===== src/common/trn_pkg.sv =====
// ----------------------------------------------------------
// TRN receive side definitions: widths, beat record,
// TLP header/address word views and MWr decode codes
// ----------------------------------------------------------

package trn_pkg;

  // Interface widths
  localparam int DATA_W    = 64;  // Fixed 64-bit datapath
  localparam int REM_W     = 1;   // One rem bit at 64 bits
  localparam int BAR_W_MAX = 8;   // Full BAR hit vector

  // One accepted TRN beat, BAR hit already widened
  typedef struct packed {
    logic [DATA_W-1:0]    data;
    logic                 sof;
    logic                 eof;
    logic [REM_W-1:0]     rem;
    logic                 errfwd;
    logic                 ecrc_err;
    logic [BAR_W_MAX-1:0] bar_hit;
  } trn_beat_t;

  // ----------------------------------------------------------
  // Two views of one data word. DW0 sits in the upper half.
  // ----------------------------------------------------------
  typedef struct packed {
    logic        rsvd;      // Bit 63
    logic [1:0]  fmt;       // Bits 62:61
    logic [4:0]  tlp_type;  // Bits 60:56
    logic [23:0] dw0_rest;  // TC, attr, length
    logic [31:0] dw1;       // Requester ID, tag, BEs
  } tlp_hdr_t;

  typedef struct packed {
    logic [31:0] upper;     // First dword on the wire
    logic [31:0] lower;
  } tlp_addr_t;

  typedef union packed {
    tlp_hdr_t  hdr;         // Start beat
    tlp_addr_t addr;        // Beat after the header start
  } tlp_word_u;

  // Memory write decode
  localparam logic [1:0] FMT_3DW_DATA = 2'b10;
  localparam logic [1:0] FMT_4DW_DATA = 2'b11;
  localparam logic [4:0] TYPE_MEM     = 5'b00000;  // MRd/MWr type

endpackage


===== src/common/axis_pkg.sv =====
// ----------------------------------------------------------
// AXI4-Stream receive side definitions: strobe width,
// TUSER layout and the encoded output beat
// ----------------------------------------------------------

package axis_pkg;

  // One strobe bit per data byte
  localparam int STRB_W = trn_pkg::DATA_W / 8;

  // ----------------------------------------------------------
  // TUSER, 22 bits, MSB first
  // ----------------------------------------------------------
  typedef struct packed {
    logic [4:0] is_eof;    // 21:17 enable + byte location
    logic [1:0] rsvd;      // 16:15 always zero
    logic [4:0] is_sof;    // 14:10 enable + byte location
    logic [7:0] bar_hit;   // 9:2
    logic       errfwd;    // 1
    logic       ecrc_err;  // 0
  } rx_tuser_t;

  // Encoded beat, stored in and emitted by the pipe
  typedef struct packed {
    logic [trn_pkg::DATA_W-1:0] data;
    logic [STRB_W-1:0]          strb;
    logic                       last;
    rx_tuser_t                  tuser;
  } axis_beat_t;  // 95 bits

  // Fixed location codes at 64 bits
  localparam logic [3:0] SOF_LOC_BYTE0 = 4'b0000;  // SOF only at byte 0
  localparam logic [1:0] EOF_LOC_LOW   = 2'b11;    // Low bits of EOF byte

endpackage


===== src/hdl/rx_beat_encode.sv =====
// ----------------------------------------------------------
// Receive beat encoder: raw TRN beat to AXI beat with
// strobes, SOF/EOF codes and widened BAR hit
// ----------------------------------------------------------
`timescale 1ns/10ps

module rx_beat_encode #(
  parameter int RBAR_W = 8  // 7 or 8
) (
  input  logic [trn_pkg::DATA_W-1:0] trn_rd,
  input  logic                       trn_rsof,
  input  logic                       trn_reof,
  input  logic [trn_pkg::REM_W-1:0]  trn_rrem,
  input  logic                       trn_rerrfwd,
  input  logic                       trn_recrc_err,
  input  logic [RBAR_W-1:0]          trn_rbar_hit,
  output axis_pkg::axis_beat_t       cur_beat
);

  trn_pkg::trn_beat_t             raw;      // Live TRN beat
  logic [trn_pkg::BAR_W_MAX-1:0]  bar_full; // Constant-width BAR hit

  // ----------------------------------------------------------
  // BAR hit widening
  // ----------------------------------------------------------
  if (RBAR_W == trn_pkg::BAR_W_MAX) begin : g_bar_full
    assign bar_full = trn_rbar_hit;
  end else begin : g_bar_narrow
    assign bar_full = {{(trn_pkg::BAR_W_MAX - RBAR_W){1'b0}}, trn_rbar_hit};
  end

  // Gather raw inputs
  assign raw.data     = trn_rd;
  assign raw.sof      = trn_rsof;
  assign raw.eof      = trn_reof;
  assign raw.rem      = trn_rrem;
  assign raw.errfwd   = trn_rerrfwd;
  assign raw.ecrc_err = trn_recrc_err;
  assign raw.bar_hit  = bar_full;

  // ----------------------------------------------------------
  // Encoding
  // ----------------------------------------------------------
  assign cur_beat.data = raw.data;  // No DW swap

  // Rem set means both dwords valid
  assign cur_beat.strb = raw.rem[0] ? 8'hFF : 8'h0F;
  assign cur_beat.last = raw.eof;

  // SOF always lands on byte 0 here
  assign cur_beat.tuser.is_sof = {raw.sof, axis_pkg::SOF_LOC_BYTE0};

  // EOF at byte 7 or byte 3
  assign cur_beat.tuser.is_eof   = {raw.eof, 1'b0, raw.rem, axis_pkg::EOF_LOC_LOW};
  assign cur_beat.tuser.rsvd     = 2'b00;
  assign cur_beat.tuser.bar_hit  = raw.bar_hit;
  assign cur_beat.tuser.errfwd   = raw.errfwd;
  assign cur_beat.tuser.ecrc_err = raw.ecrc_err;

endmodule


===== src/hdl/rx_msi_detect.sv =====
// ----------------------------------------------------------
// Root-port MSI detector: flags memory writes whose address
// matches msi_address until the TLP leaves the AXI side
// ----------------------------------------------------------
`timescale 1ns/10ps

module rx_msi_detect #(
  parameter bit MSI_EN = 1'b1  // Root port only
) (
  input  logic                       com_iclk,
  input  logic                       com_sysrst,
  input  logic [trn_pkg::DATA_W-1:0] trn_rd,
  input  logic                       trn_rsof,
  input  logic                       trn_rsrc_rdy,
  input  logic                       trn_rdst_rdy,
  input  logic [63:0]                msi_address,
  input  logic                       m_axis_rx_tvalid,
  input  logic                       m_axis_rx_tready,
  input  logic                       m_axis_rx_tlast,
  output logic                       is_msi_trn
);

  if (MSI_EN) begin : g_msi
    localparam logic [1:0] ST_IDLE     = 2'd0;
    localparam logic [1:0] ST_ADDR_3DW = 2'd1;  // Address in upper dword
    localparam logic [1:0] ST_ADDR_4DW = 2'd2;  // Full 64-bit address

    trn_pkg::tlp_word_u rd_word;
    logic [1:0]         state;
    logic               beat_acc;
    logic               addr_hit;
    logic               axi_eop;

    assign rd_word  = trn_rd;
    assign beat_acc = trn_rsrc_rdy && trn_rdst_rdy;
    assign axi_eop  = m_axis_rx_tvalid && m_axis_rx_tready && m_axis_rx_tlast;

    // ----------------------------------------------------------
    // Header decode
    // ----------------------------------------------------------
    always_ff @(posedge com_iclk) begin
      if (com_sysrst) begin
        state <= ST_IDLE;
      end else if (beat_acc) begin
        if (state == ST_IDLE) begin
          if (trn_rsof && rd_word.hdr.tlp_type == trn_pkg::TYPE_MEM) begin
            if (rd_word.hdr.fmt == trn_pkg::FMT_3DW_DATA) begin
              state <= ST_ADDR_3DW;
            end else if (rd_word.hdr.fmt == trn_pkg::FMT_4DW_DATA) begin
              state <= ST_ADDR_4DW;
            end
          end
        end else begin
          state <= ST_IDLE;  // Address beat consumed
        end
      end
    end

    // Compare only on an accepted address beat
    always_comb begin
      case (state)
        ST_ADDR_3DW: addr_hit = beat_acc && (msi_address == {32'h0, rd_word.addr.upper});
        ST_ADDR_4DW: addr_hit = beat_acc && (msi_address == rd_word);
        default:     addr_hit = 1'b0;
      endcase
    end

    // Sticky flag, set wins over clear
    always_ff @(posedge com_iclk) begin
      if (com_sysrst) begin
        is_msi_trn <= 1'b0;
      end else if (addr_hit) begin
        is_msi_trn <= 1'b1;
      end else if (axi_eop) begin
        is_msi_trn <= 1'b0;
      end
    end
  end else begin : g_no_msi
    assign is_msi_trn = 1'b0;  // Endpoint
  end

endmodule


===== src/hdl/trn_axi_rx.sv =====
// ----------------------------------------------------------
// TRN to AXI4-Stream receive bridge, 64-bit datapath
// ----------------------------------------------------------
`timescale 1ns/10ps

module trn_axi_rx #(
  parameter int RBAR_W = 8,    // 7 or 8 BAR hit bits
  parameter bit MSI_EN = 1'b1  // 1 for root port
) (
  input  logic                                   com_iclk,
  input  logic                                   com_sysrst,
  // TRN receive
  input  logic [trn_pkg::DATA_W-1:0]             trn_rd,
  input  logic                                   trn_rsof,
  input  logic                                   trn_reof,
  input  logic [trn_pkg::REM_W-1:0]              trn_rrem,
  input  logic                                   trn_rsrc_rdy,
  output logic                                   trn_rdst_rdy,
  input  logic                                   trn_rerrfwd,
  input  logic                                   trn_recrc_err,
  input  logic [RBAR_W-1:0]                      trn_rbar_hit,
  // AXI4-Stream master
  output logic [trn_pkg::DATA_W-1:0]             m_axis_rx_tdata,
  output logic [axis_pkg::STRB_W-1:0]            m_axis_rx_tstrb,
  output logic                                   m_axis_rx_tlast,
  output logic [$bits(axis_pkg::rx_tuser_t)-1:0] m_axis_rx_tuser,
  output logic                                   m_axis_rx_tvalid,
  input  logic                                   m_axis_rx_tready,
  // MSI
  input  logic [63:0]                            msi_address,
  output logic                                   is_msi_trn
);

  axis_pkg::axis_beat_t cur_beat;  // Encoded live beat
  axis_pkg::axis_beat_t out_beat;  // Registered output word

  // ----------------------------------------------------------
  // Input side
  // ----------------------------------------------------------
  rx_beat_encode #(.RBAR_W(RBAR_W)) u_encode (
    .trn_rd        (trn_rd),
    .trn_rsof      (trn_rsof),
    .trn_reof      (trn_reof),
    .trn_rrem      (trn_rrem),
    .trn_rerrfwd   (trn_rerrfwd),
    .trn_recrc_err (trn_recrc_err),
    .trn_rbar_hit  (trn_rbar_hit),
    .cur_beat      (cur_beat)
  );

  rx_axis_pipe u_pipe (
    .com_iclk         (com_iclk),
    .com_sysrst       (com_sysrst),
    .cur_beat         (cur_beat),
    .trn_rsrc_rdy     (trn_rsrc_rdy),
    .m_axis_rx_tready (m_axis_rx_tready),
    .out_beat         (out_beat),
    .m_axis_rx_tvalid (m_axis_rx_tvalid),
    .trn_rdst_rdy     (trn_rdst_rdy)
  );

  rx_msi_detect #(.MSI_EN(MSI_EN)) u_msi (
    .com_iclk         (com_iclk),
    .com_sysrst       (com_sysrst),
    .trn_rd           (trn_rd),
    .trn_rsof         (trn_rsof),
    .trn_rsrc_rdy     (trn_rsrc_rdy),
    .trn_rdst_rdy     (trn_rdst_rdy),
    .msi_address      (msi_address),
    .m_axis_rx_tvalid (m_axis_rx_tvalid),
    .m_axis_rx_tready (m_axis_rx_tready),
    .m_axis_rx_tlast  (m_axis_rx_tlast),
    .is_msi_trn       (is_msi_trn)
  );

  // Unpack output word onto the bus
  assign m_axis_rx_tdata = out_beat.data;
  assign m_axis_rx_tstrb = out_beat.strb;
  assign m_axis_rx_tlast = out_beat.last;
  assign m_axis_rx_tuser = out_beat.tuser;

endmodule


===== src/rx_pipe/rx_axis_pipe.sv =====
// ----------------------------------------------------------
// Receive pipeline stage between TRN and AXI with a
// previous-value buffer so user throttling drops nothing
// ----------------------------------------------------------
`timescale 1ns/10ps

module rx_axis_pipe (
  input  logic                 com_iclk,
  input  logic                 com_sysrst,
  input  axis_pkg::axis_beat_t cur_beat,          // From encoder, comb
  input  logic                 trn_rsrc_rdy,
  input  logic                 m_axis_rx_tready,
  output axis_pkg::axis_beat_t out_beat,
  output logic                 m_axis_rx_tvalid,
  output logic                 trn_rdst_rdy
);

  axis_pkg::axis_beat_t prev_beat;  // Last beat seen while ready
  logic                 prev_vld;   // It was a real transfer
  logic                 cur_vld;    // Beat accepted this cycle
  logic                 data_hold;  // Output stalled by user
  logic                 data_prev;  // Drain buffer next

  assign cur_vld   = trn_rsrc_rdy && trn_rdst_rdy;
  assign data_hold = m_axis_rx_tvalid && !m_axis_rx_tready;

  // ----------------------------------------------------------
  // Previous-value buffer
  // ----------------------------------------------------------
  // The registered ready lags the user by one cycle, so one
  // more beat can slip in after tready drops. It parks here.
  always_ff @(posedge com_iclk) begin
    if (trn_rdst_rdy) begin
      prev_beat <= cur_beat;  // Payload only
    end
  end

  always_ff @(posedge com_iclk) begin
    if (com_sysrst) begin
      prev_vld  <= 1'b0;
      data_prev <= 1'b0;
    end else begin
      if (trn_rdst_rdy) begin
        prev_vld <= cur_vld;
      end
      data_prev <= data_hold;  // Always drain after a hold
    end
  end

  // ----------------------------------------------------------
  // Output registers
  // ----------------------------------------------------------
  // Hold: keep word while valid and not taken
  // Previous: emit the parked beat
  // Current: emit the live beat
  always_ff @(posedge com_iclk) begin
    if (com_sysrst) begin
      out_beat         <= '0;  // tlast low out of reset
      m_axis_rx_tvalid <= 1'b0;
    end else if (!data_hold) begin
      if (data_prev) begin
        out_beat         <= prev_beat;
        m_axis_rx_tvalid <= prev_vld;
      end else begin
        out_beat         <= cur_beat;
        m_axis_rx_tvalid <= cur_vld;  // Ready is low the cycle after reset
      end
    end
  end

  // ----------------------------------------------------------
  // Destination ready
  // ----------------------------------------------------------
  always_ff @(posedge com_iclk) begin
    if (com_sysrst) begin
      trn_rdst_rdy <= 1'b0;
    end else if (m_axis_rx_tvalid) begin
      trn_rdst_rdy <= m_axis_rx_tready;  // Pass user back-pressure
    end else begin
      // Idle, stay open so the next SOF is not missed
      trn_rdst_rdy <= 1'b1;
    end
  end

endmodule


===== config.mk =====
export PLATFORM = sky130hd
export DESIGN_NAME = trn_axi_rx
export DESIGN_NICKNAME = d
export VERILOG_FILES = /design/src/common/trn_pkg.sv /design/src/common/axis_pkg.sv /design/src/hdl/rx_beat_encode.sv /design/src/hdl/rx_msi_detect.sv /design/src/hdl/trn_axi_rx.sv /design/src/rx_pipe/rx_axis_pipe.sv
export SDC_FILE = /design/constraint.sdc
export NUM_CORES = 1
export LEC_CHECK = 0
export ABC_AREA = 1
export ABC_CLOCK_PERIOD_IN_PS = 7300
export BUFFER_PORTS_ARGS = -buffer_cell sky130_fd_sc_hd__buf_2
export CORE_ASPECT_RATIO = 2
export CORE_MARGIN = 4
export CORE_UTILIZATION = 40
export CTS_CLUSTER_DIAMETER = 60
export DETAILED_ROUTE_END_ITERATION = 8
export HOLD_SLACK_MARGIN = 0.1
export PLACE_DENSITY = 0.67
export SLEW_MARGIN = 20
export SYNTH_ARGS = -nofsm -noshare
export SYNTH_HDL_FRONTEND = slang
export SYNTH_HIERARCHICAL = 1
export SYNTH_SLANG_ARGS = --single-unit

===== constraint.sdc =====
create_clock -name com_iclk -period 7.3 [get_ports com_iclk]
set_clock_uncertainty 0.1 [all_clocks]
set_input_delay 0 -clock com_iclk [delete_from_list [all_inputs] [get_ports com_iclk]]
set_output_delay 0 -clock com_iclk [all_outputs]
set_load 0.005 [all_outputs]

Yosys cells after proc, flatten, opt, wreduce, memory -nomap -nowiden
Index checks and enable logic that the tools add are counted.
- flip-flop bits (word level): 188
- input bits: 145
- word-level logic and storage cells: 54
- output and inout port bits: 98
- eq/ne operators: 8
- mux-type cells: 11
- reduce and logical (&&, ||, !) cells: 12
- operators by type and width (operator ; number):
    two-way mux 95 bit ; 1
    equality test 64 x 32 -> 1 bit ; 1
    equality test 64 bit ; 1
    two-way mux 2 bit ; 4
    two-way mux 8 bit ; 1
    logical AND 1 bit ; 7
    equality test 2 bit (second input constant) ; 3
    logical NOT 5 bit ; 1
    two-way mux 1 bit ; 4
    != test 3 bit (second input constant) ; 1
    AND reduction 3 bit ; 1
    equality test 2 x 1 -> 1 bit (second input constant) ; 1
    logical NOT 2 bit ; 1
    != test 2 bit (second input constant) ; 1
    one-hot mux 1 bit (2 select lines) ; 1
    nonzero test 2 bit ; 1
    logical NOT 1 bit ; 1

Logic depth before layout (Yosys ltp)
Gate-level depths: netlist of the first run.
- depth in word-level cells: 5
- depth in mapped cells: 16
- gate-level depth less buffers: 14

Cells and area by module
Netlist of the first run, hierarchy kept.
- modules (own cells, without submodules) (module ; area each (µm²) ; cells each ; sequential area each (µm²) ; times used):
    rx_axis_pipe ; 7369.6 ; 818 ; 4834.6 ; 1
    rx_msi_detect ; 2000.7 ; 443 ; 60.1 ; 1
    rx_beat_encode ; 720.7 ; 97 ; 0.0 ; 1

Worst setup path after synthesis of the first run
Ideal clock, no wire load.
- kind: register to register
- from: register u_pipe.trn_rdst_rdy
- to: register u_msi.is_msi_trn
- required time: 7130 ps
- arrival time: 3267 ps
- period minus slack after synthesis: 3437 ps
- stages on the path, launching flop included: 11
- buffers on the path: 0
- setup time: 70 ps
- slack: 3863 ps
- cell sequence: dfxtp_1 -> nand2_1 -> nor2_1 -> nand2_1 -> nor2_1 -> nand3_1 -> nor2_1 -> nand3_1 -> nor2_1 -> nand2_1 -> a21oi_1
- cells in the longest elaborated chain, start to end: 4
- elaborated cells on any way between the ends: 6
- classes of those cells: 2 x mux; 4 x reduce/logical
- RTL lines (item ; line ; source):
    from (decl) ; rx_axis_pipe.sv:15 ; output logic trn_rdst_rdy
    from (signal assigned) ; rx_axis_pipe.sv:78 ; trn_rdst_rdy <= m_axis_rx_tready;
    logical AND 1 bit * ; rx_msi_detect.sv:35 ; assign beat_acc = trn_rsrc_rdy && trn_rdst_rdy;
    logical AND 1 bit (on tied branches) ; rx_msi_detect.sv:63, rx_msi_detect.sv:62 ;
    one-hot mux 1 bit (2 select lines) * ; rx_msi_detect.sv:61 ; case (state)
    two-way mux 1 bit or nonzero test 2 bit (tied branches) ; -- ;
    to (signal assigned) ; rx_msi_detect.sv:71 ; is_msi_trn <= 1'b0;
    to (signal assigned) ; rx_msi_detect.sv:73 ; is_msi_trn <= 1'b1;
    to (signal assigned) ; rx_msi_detect.sv:75 ; is_msi_trn <= 1'b0;
    to (decl) ; rx_msi_detect.sv:20 ; output logic is_msi_trn
Mark *: on every way between the ends. The rest lies on a longest branch, timed or not.
A chain may end at the register's enable or synchronous reset.

Worst setup path after layout of the first run
- from: register u_msi.g_msi.state[0]
- to: register u_msi.is_msi_trn
- cells in the longest elaborated chain, start to end: 3
- elaborated cells on any way between the ends: 5
- classes of those cells: 2 x eq/ne; 2 x mux; 1 x reduce/logical
- RTL lines (item ; line ; source):
    from (decl) ; rx_msi_detect.sv:29 ; logic [1:0] state;
    from (signal assigned) ; rx_msi_detect.sv:43 ; state <= ST_IDLE;
    from (signal assigned) ; rx_msi_detect.sv:48 ; state <= ST_ADDR_3DW;
    from (signal assigned) ; rx_msi_detect.sv:50 ; state <= ST_ADDR_4DW;
    equality test 2 bit or equality test 2 x 1 -> 1 bit (tied branches) ; rx_msi_detect.sv:61 ;
    one-hot mux 1 bit (2 select lines) * ; rx_msi_detect.sv:61 ;
    two-way mux 1 bit or nonzero test 2 bit (tied branches) ; -- ;
Marked as above.

==> flow_summary.yaml, run 1 <==
yosys:
  syn-instance-count: 1358
  synth_area_per_cell_um2: 7.431
  synth.yosys.warnings: 6
  seq_area_frac_synth: 0.4851
  synth_seq_cells: 197
  combined_area_of_all_synthesized_cells_um2: 10090
  yosys.cell_types.count: 26
critical_path:
  worstSetupStartpoint: "u_msi/g_msi.state[0]"
  worstPathRequired_ns: 7.60
  timing.reg2reg.worst_path_depth: 15
  critical-path-max-stage-delay_ns: 0.80
  worst-path-max-fanout: 95
  arrival_ns: 3.78
  crit_path_frequent_cell: "sky130_fd_sc_hd__nand2_1"
  crit_path_max_delay_family: "buffers and inverters"
  setup.worst_path.start_class: "flip-flop"
  timing.critical_path.slowest_stage_cell: "sky130_fd_sc_hd__ha_4"
  endpoint_kind: "flip-flop"
  timing.critical_path.depth: 15
  critical_path.cell_chain: "inv_1 > ha_4 > inv_2 > nand2_1 > nand2_1 > nand2_1 > nand2_1 > nor2_1 > nand2_1 > nor2_1 > nand2_1 > nor2_1 > nand2_1 > a21oi_1 > dlygate4sd3_1"
  worstPathBufferInverterCount: 3
  critPathKind: "reg2reg"
  rr_startpoint: "u_msi/g_msi.state[0]"
  reg2reg_slack_ns: 3.82
  crit-reg2reg-capture: "u_msi/is_msi_trn"
  worstSetupEndpoint: "u_msi/is_msi_trn"
cts:
  root_buffer: "sky130_fd_sc_hd__clkbuf_16"
  cts_setup_buffers: 0
  numCtsBuffers: 17
  longest_clk_path_bufs: 2
  cts_num_sinks: 197
  htree_num_levels: 4
  cts_tree: "built"
  clk_pin_slew_worst_paths_ns: 0.08
  clock_latency_ns: 0.45
place:
  gp_routability_congestion: 0.8878
  placedCellCount: 1801
  numPortBuffers: 242
  detailed_place_hpwl_mm: 20.73
  place_ws_ns: 4.435
global_routing:
  grt_pass1_vias: 8435
  grt_max_degree: 135
  grt_antenna_before_repair: 7
  track_usage: 0.2098
  globalRouteOverflowTotal: 0
  grt_first_pass_wirelength_mm: 44.64
drt:
  detailroute.via_count: 8737
  drt_first_iter_violations: 550
  wl_mm: 29.03
  drt-wirelength-per-cell_um: 15.11
  vias_per_cell: 4.548
  post-route-drc-count: 0
  antenna_violating_nets_left: 0
  drt_first_pass_iters: 5
sta:
  drv_slew: 0
  worst_slew_pin_slew_ns: 1.056
  totalNegativeSetupSlack_ns: 0
  part_of_the_cycle_the_worst_path_needs: 0.4772
  max_freq_ghz: 0.2871
  timing.final.setup_violations: 0
  grt_setup_unrepaired: "no"
  fin_ws_ns: 3.817
  slew_headroom: 0.2957
  timing_hold_violations_final: 0
  period_needed_ns: 3.483
power_and_ir_drop:
  cellLeakagePower_nw: 6.114
  power_density_nw_per_um2: 206.0
  vdd_drop_max_mv: 0.1725
  fin_total_pwr_mw: 2.511
worst_hold_path:
  worst_hold_path_type: "in2reg"
final_layout:
  fin_cells: 1921
  final_nets: 1714
  post_route_cells_drive_above_1_share: 0.1804
  num-fill-cells: 2521
  area_growth_from_synthesis_to_layout_pct: 20.83
floorplanning:
  core-area_um2: 24930
  die_w_um: 120.3
  placement_rows: 82
  initial_utilization: 0.4047
  top_level_ports: 243
  die_h_um: 232.6
  die-area_um2: 27990
flow_run:
  max_cap_viol_count: 0
status:
  outcome: "complete, no violations"
-- cell usage after synthesis, drive strengths merged --
master / instances / share of area
nand2: 621 / 0.23
inv: 160 / 0.060
buf: 133 / 0.099
o21ai: 103 / 0.051
dfxtp: 102 / 0.20
edfxtp: 95 / 0.28
nand3: 48 / 0.024
nor2: 39 / 0.015
clkbuf: 17 / 0.0063
nand3b: 12 / 0.0089
a21oi: 7 / 0.0038
xnor2: 7 / 0.0061
nand4: 5 / 0.0031
a211oi: 2 / 0.0015
conb: 2 / 0.00074
ha: 2 / 0.0025
o211ai: 2 / 0.0015
a31oi: 1 / 0.00062
-- cells by family (layout without fill, tap and decap cells) --
family	after synthesis	count (layout)	share of synthesized area
AOI/OAI and AO/OA	115	115	0.05852
xor gates and xnor gates	7	7	0.006076
adders and majority gates	2	2	0.002479
buffers and inverters	310	521	0.1653
DFF	197	197	0.4851
other	2	18	0.0007442
and+or+nand+nor	725	725	0.2818
-- routing by layer --
layer / up-vias / wire, µm / share of wire / track usage
li1: 4493 / - / - / -
met1: 3878 / 10830 / 0.37 / 0.2226
met2: 295 / 14860 / 0.51 / 0.3714
met3: 69 / 1703 / 0.059 / 0.04695
met4: 2 / 1618 / 0.056 / 0.1330
met5: - / 13 / 0.00045 / 0
-- registers in the layout (all words and copies together) (netlist names) --
signal	count
u_pipe/out_beat	95
u_pipe/prev_beat	95
u_msi/g_msi.state	2
u_msi/is_msi_trn	1
u_pipe/data_prev	1
u_pipe/m_axis_rx_tvalid	1
u_pipe/prev_vld	1
u_pipe/trn_rdst_rdy	1
-- how the worst min path moves through the flow --
stage | startpoint | end | slack (ns) | cells past startpoint
final | trn_rbar_hit[7] | u_pipe/prev_beat[9] | 0.19 | 2
after global routing | trn_recrc_err | u_pipe/prev_beat[0] | 0.16 | 2
after CTS | trn_recrc_err | u_pipe/prev_beat[0] | 0.15 | 2
after detailed placement | trn_rbar_hit[0] | u_pipe/prev_beat[2] | 0.1 | 1
after global placement | trn_rbar_hit[4] | u_pipe/prev_beat[6] | 0.09 | 1
after floorplan | com_sysrst | u_msi/is_msi_trn | -0.03 | 1
-- report_power, final --
| part | internal, mW | total, mW | switching (mW) | leakage, nW |
|---|---|---|---|---|
| registers | 1.23 | 1.27 | 0.0342 | 1.77 |
| logic | 0.130 | 0.302 | 0.172 | 4.05 |
| clock network | 0.487 | 0.941 | 0.453 | 0.293 |
-- per-stage QoR --
step / hold slack (ns) / cell area (µm²) / util
floorplan: -0.03093 / 10130 / -
CTS: 0.1511 / 12180 / 0.4884
global placement: 0.09312 / 10760 / 0.4315
detailed placement: 0.09592 / 10760 / 0.4315
global route: 0.1644 / 12190 / 0.4891
finish: 0.1880 / 12190 / 0.4891
-- cells in the final DEF (no fill, tap or decap), types with 3 or more instances in the layout --
master | synthesis | final
sky130_fd_sc_hd__conb_1 | 2 | 13
sky130_fd_sc_hd__o21ai_1 | 5 | 5
sky130_fd_sc_hd__clkbuf_16 | 0 | 17
sky130_fd_sc_hd__nand3b_1 | 12 | 12
sky130_fd_sc_hd__a21oi_1 | 6 | 6
sky130_fd_sc_hd__buf_2 | 12 | 242
sky130_fd_sc_hd__edfxtp_1 | 95 | 95
sky130_fd_sc_hd__dfxtp_1 | 102 | 100
sky130_fd_sc_hd__diode_2 | 0 | 5
sky130_fd_sc_hd__xnor2_1 | 7 | 7
sky130_fd_sc_hd__nor2_1 | 38 | 38
sky130_fd_sc_hd__buf_4 | 114 | 3
sky130_fd_sc_hd__o21ai_0 | 98 | 98
sky130_fd_sc_hd__nand2_1 | 620 | 620
sky130_fd_sc_hd__inv_8 | 0 | 5
sky130_fd_sc_hd__inv_6 | 0 | 3
sky130_fd_sc_hd__nand3_1 | 48 | 48
sky130_fd_sc_hd__nand4_1 | 5 | 5
sky130_fd_sc_hd__dlygate4sd3_1 | 0 | 83
sky130_fd_sc_hd__inv_1 | 158 | 158
-- final cells by class --
class,count,area (µm²),share of cell area
Multi-Input combinational cell,862,3595,0.2948
Sequential cell,197,4902,0.4021
Inverter,160,600.6,0.04926
Clock inverter,15,161.4,0.01324
Clock buffer,17,425.4,0.03489
Timing Repair Buffer,329,2076,0.1702
Antenna cell,5,12.51,0.001026
Tap cell,336,420.4,0.03448
-- what timing repair did --
item                                   CTS  global route
setup endpoints to repair                0             0
endpoints found under the hold margin  169             0
hold buffers                            83             0
gates resized for setup                  0             0
Power figures use the tool's default switching activity.
==> inputs of run 2 (changes only) <==
Settings changed: ABC_AREA 1 to 0, ABC_CLOCK_PERIOD_IN_PS 7300 to 3300, PLACE_DENSITY 0.67 to 0.66.
Clock period 7.3 ns to 3.3 ns, I/O delays scaled along.
==> run 2 against run 1 <==
Effect of this change: die area increased by 4.0%; critical path type unchanged; worst hold slack lost 0.039 ns; combinational power increased to 2.7 times the previous value; worst setup slack got worse by 3.6 ns; clock power up 110%; sequential power grew 120%; count of clock-buffer cells in the layout stayed put; critical endpoint unchanged.
==> flow_summary.yaml, run 2 <==
place:
  numPortBuffers: 242
  gp_routability_congestion: 0.9992
  place_ws_ns: 0.6885
  detailed_place_hpwl_mm: 23.72
  placedCellCount: 1325
sta:
  grt_setup_unrepaired: "no"
  totalNegativeSetupSlack_ns: 0
  max_freq_ghz: 0.3231
  slew_headroom: 0.5087
  drv_slew: 0
  timing_hold_violations_final: 0
  part_of_the_cycle_the_worst_path_needs: 0.9378
  period_needed_ns: 3.095
  timing.final.setup_violations: 0
  worst_slew_pin_slew_ns: 0.7274
  fin_ws_ns: 0.2054
  holdWs_ns: 0.1487
yosys:
  synth_seq_cells: 197
  yosys.cell_types.count: 53
  synth.yosys.warnings: 6
  most_used_standard_cells_in_the_synthesized_netlist: "119 x sky130_fd_sc_hd__mux2i_1, 102 x sky130_fd_sc_hd__dfxtp_1, 99 x sky130_fd_sc_hd__buf_4"
  yosys.cell_count.top_type: "sky130_fd_sc_hd__mux2i_1"
  most_frequently_used_flop_master_after_synthesis: "sky130_fd_sc_hd__dfxtp_1"
  syn-instance-count: 886
  synth_area_per_cell_um2: 11.87
  synthTopCellsByArea: "sky130_fd_sc_hd__edfxtp_1 27%, sky130_fd_sc_hd__dfxtp_1 19%, sky130_fd_sc_hd__mux2i_1 11%"
  seq_area_frac_synth: 0.4654
  synth_area_leader_cell: "sky130_fd_sc_hd__edfxtp_1"
  combined_area_of_all_synthesized_cells_um2: 10520
  number_of_synthesized_flops_with_an_enable_pin: 95
  postSynth.asyncResetShare: 0
  netlist.area_leader.share: 0.2712
cts:
  numCtsBuffers: 17
  clock_latency_ns: 0.45
  htree_num_levels: 4
  cts_tree: "built"
  clk_pin_slew_worst_paths_ns: 0.07
  root_buffer: "sky130_fd_sc_hd__clkbuf_16"
  longest_clk_path_bufs: 2
  cts_num_sinks: 197
floorplanning:
  die_w_um: 122.7
  die_h_um: 237.3
  top_level_ports: 243
  initial_utilization: 0.4084
  core-area_um2: 25750
  placement_rows: 83
  die-area_um2: 29110
power_and_ir_drop:
  cell_internal_pwr_mw: 4.092
  vdd_drop_max_mv: 0.3023
  power_density_nw_per_um2: 439.8
  sw_frac_of_total: 0.2735
  cellLeakagePower_nw: 4.830
  p_clk_frac: 0.357
  power.switching_mw: 1.540
  fin_total_pwr_mw: 5.632
  seqPwrFrac: 0.498
  power_frac_comb: 0.145
global_routing:
  globalRouteOverflowTotal: 0
  track_usage: 0.2317
  grt_first_pass_wirelength_mm: 50.31
  grt_antenna_before_repair: 4
  grt_pass1_vias: 8172
  grt_max_degree: 117
final_layout:
  area_growth_from_synthesis_to_layout_pct: 21.75
  num-fill-cells: 2407
  mostFrequentLayoutCells: "241 x sky130_fd_sc_hd__buf_2, 119 x sky130_fd_sc_hd__mux2i_1, 99 x sky130_fd_sc_hd__dfxtp_1"
  post_route_cells_drive_above_1_share: 0.2968
  fin_cells: 1457
  reg.largest.list: "u_pipe/out_beat: 95 flops, u_pipe/prev_beat: 95 flops, u_msi/g_msi.state: 2 flops"
  final_common_cell: "sky130_fd_sc_hd__buf_2"
  final_nets: 1246
drt:
  vias_per_cell: 5.511
  wl_mm: 33.86
  drt_first_iter_violations: 584
  antenna_violating_nets_left: 0
  post-route-drc-count: 0
  drt_first_pass_iters: 5
  drt-wirelength-per-cell_um: 23.24
  detailroute.via_count: 8030
flow_run:
  max_cap_viol_count: 0
critical_path:
  worstPathRequired_ns: 3.60
  timing.critical_path.slowest_stage_cell: "sky130_fd_sc_hd__dlygate4sd3_1"
  arrival_ns: 3.39
  worst-path-max-fanout: 24
  endpoint_kind: "flip-flop"
  critical-path-max-stage-delay_ns: 0.57
  critical_path.cell_chain: "inv_1 > ha_4 > mux2i_1 > xor2_1 > nand4_1 > or4_1 > dlygate4sd3_1 > nor3_1 > a31o_1"
  critPathKind: "reg2reg"
  setup.worst_path.start_class: "flip-flop"
status:
  outcome: "complete, no violations"
worst_hold_path:
  worst_hold_path_type: "in2reg"
run 2: cell types whose count changed after synthesis, moves of 15 or more:
cell / before / now
sky130_fd_sc_hd__buf_2: 12 / 28
sky130_fd_sc_hd__buf_4: 114 / 99
sky130_fd_sc_hd__inv_1: 158 / 40
sky130_fd_sc_hd__mux2i_1: 0 / 119
sky130_fd_sc_hd__nand2_1: 620 / 8
sky130_fd_sc_hd__nand3_1: 48 / 5
sky130_fd_sc_hd__nand4bb_1: 0 / 95
sky130_fd_sc_hd__nor2_1: 38 / 12
sky130_fd_sc_hd__o21ai_0: 98 / 7
sky130_fd_sc_hd__o31ai_1: 0 / 57
sky130_fd_sc_hd__o31ai_2: 0 / 39
sky130_fd_sc_hd__xor2_1: 0 / 20
run 2: kinds of logic (layout without fill, tap and decap cells):
group | count (synthesis) | in the layout | synth area share
buffers and inverters | 204 | 419 | 0.1179
DFF | 197 | 197 | 0.4654
and+or+nand+nor | 175 | 175 | 0.1449
AOI/OAI and AO/OA | 162 | 162 | 0.1347
muxes | 119 | 119 | 0.1133
xor gates and xnor gates | 25 | 25 | 0.02082
adders and majority gates | 2 | 2 | 0.002379
other | 2 | 18 | 0.0007140
run 2: repair_timing:
| action | in CTS | in global routing |
|---|---|---|
| gates resized for setup | 0 | 1 |
| buffers inserted | 0 | 0 |
| hold buffers | 95 | 0 |
| endpoints found under the hold margin | 169 | 0 |
| endpoints found under the setup margin | 0 | 1 |
run 2: routing by layer:
metal / vias to the layer above / GRT usage / part of all wire
met1: 3896 / 0.2617 / 0.37
met5: - / 0 / 0
met3: 85 / 0.04690 / 0.057
li1: 3711 / - / -
met4: 0 / 0.1417 / 0.056
met2: 338 / 0.3938 / 0.52
run 2: final timing paths:
check,slack [ns],start,cells past startpoint,endpoint
worst max-delay path,0.21,u_msi/g_msi.state[0],9,u_msi/is_msi_trn
worst min-delay path,0.15,m_axis_rx_tready,3,u_pipe/out_beat[30]
worst max register to register,0.21,u_msi/g_msi.state[0],9,u_msi/is_msi_trn
worst min register to register,0.38,u_pipe/prev_vld,2,u_pipe/m_axis_rx_tvalid
run 2: power groups by stage:
stage / clock network [mW] / registers [mW] / logic [mW]
6_report: 2.01 / 2.81 / 0.816
5_1_grt: 2.16 / 2.82 / 0.875
4_1_cts: 2.07 / 2.81 / 0.815
3_5_place_dp: 0 / 2.86 / 0.730
3_3_place_gp: 0 / 2.86 / 0.729
2_1_floorplan: 0 / 2.87 / 0.427
run 2: final cells by class:
| cell class | count | area (µm²) | area share |
|---|---|---|---|
| antenna | 5 | 12.51 | 0.0009771 |
| timing repair buffer | 347 | 2306 | 0.1801 |
| clock buffer | 17 | 425.4 | 0.03322 |
| multi-input combinational | 496 | 4444 | 0.3471 |
| sequential | 197 | 4906 | 0.3831 |
| tap | 340 | 425.4 | 0.03322 |
| clock inverter | 15 | 135.1 | 0.01055 |
| inverter | 40 | 150.1 | 0.01173 |
run 2: critical path, delay by kind of cell, from the launching register on:
kind	cells	cell delay (ns)
simple gates	3	0.93
buf+inv	2	0.69
fa+ha+maj	1	0.37
flops	1	0.31
mux	1	0.29
xor+xnor	1	0.18
compound gates	1	0.17
run 2: stage by stage:
step,cell area (µm²),util
3_5_place_dp,11270,0.4376
3_3_place_gp,11270,0.4376
5_1_grt,12800,0.4971
6_report,12800,0.4972
4_1_cts,12780,0.4963
2_1_floorplan,10560,-
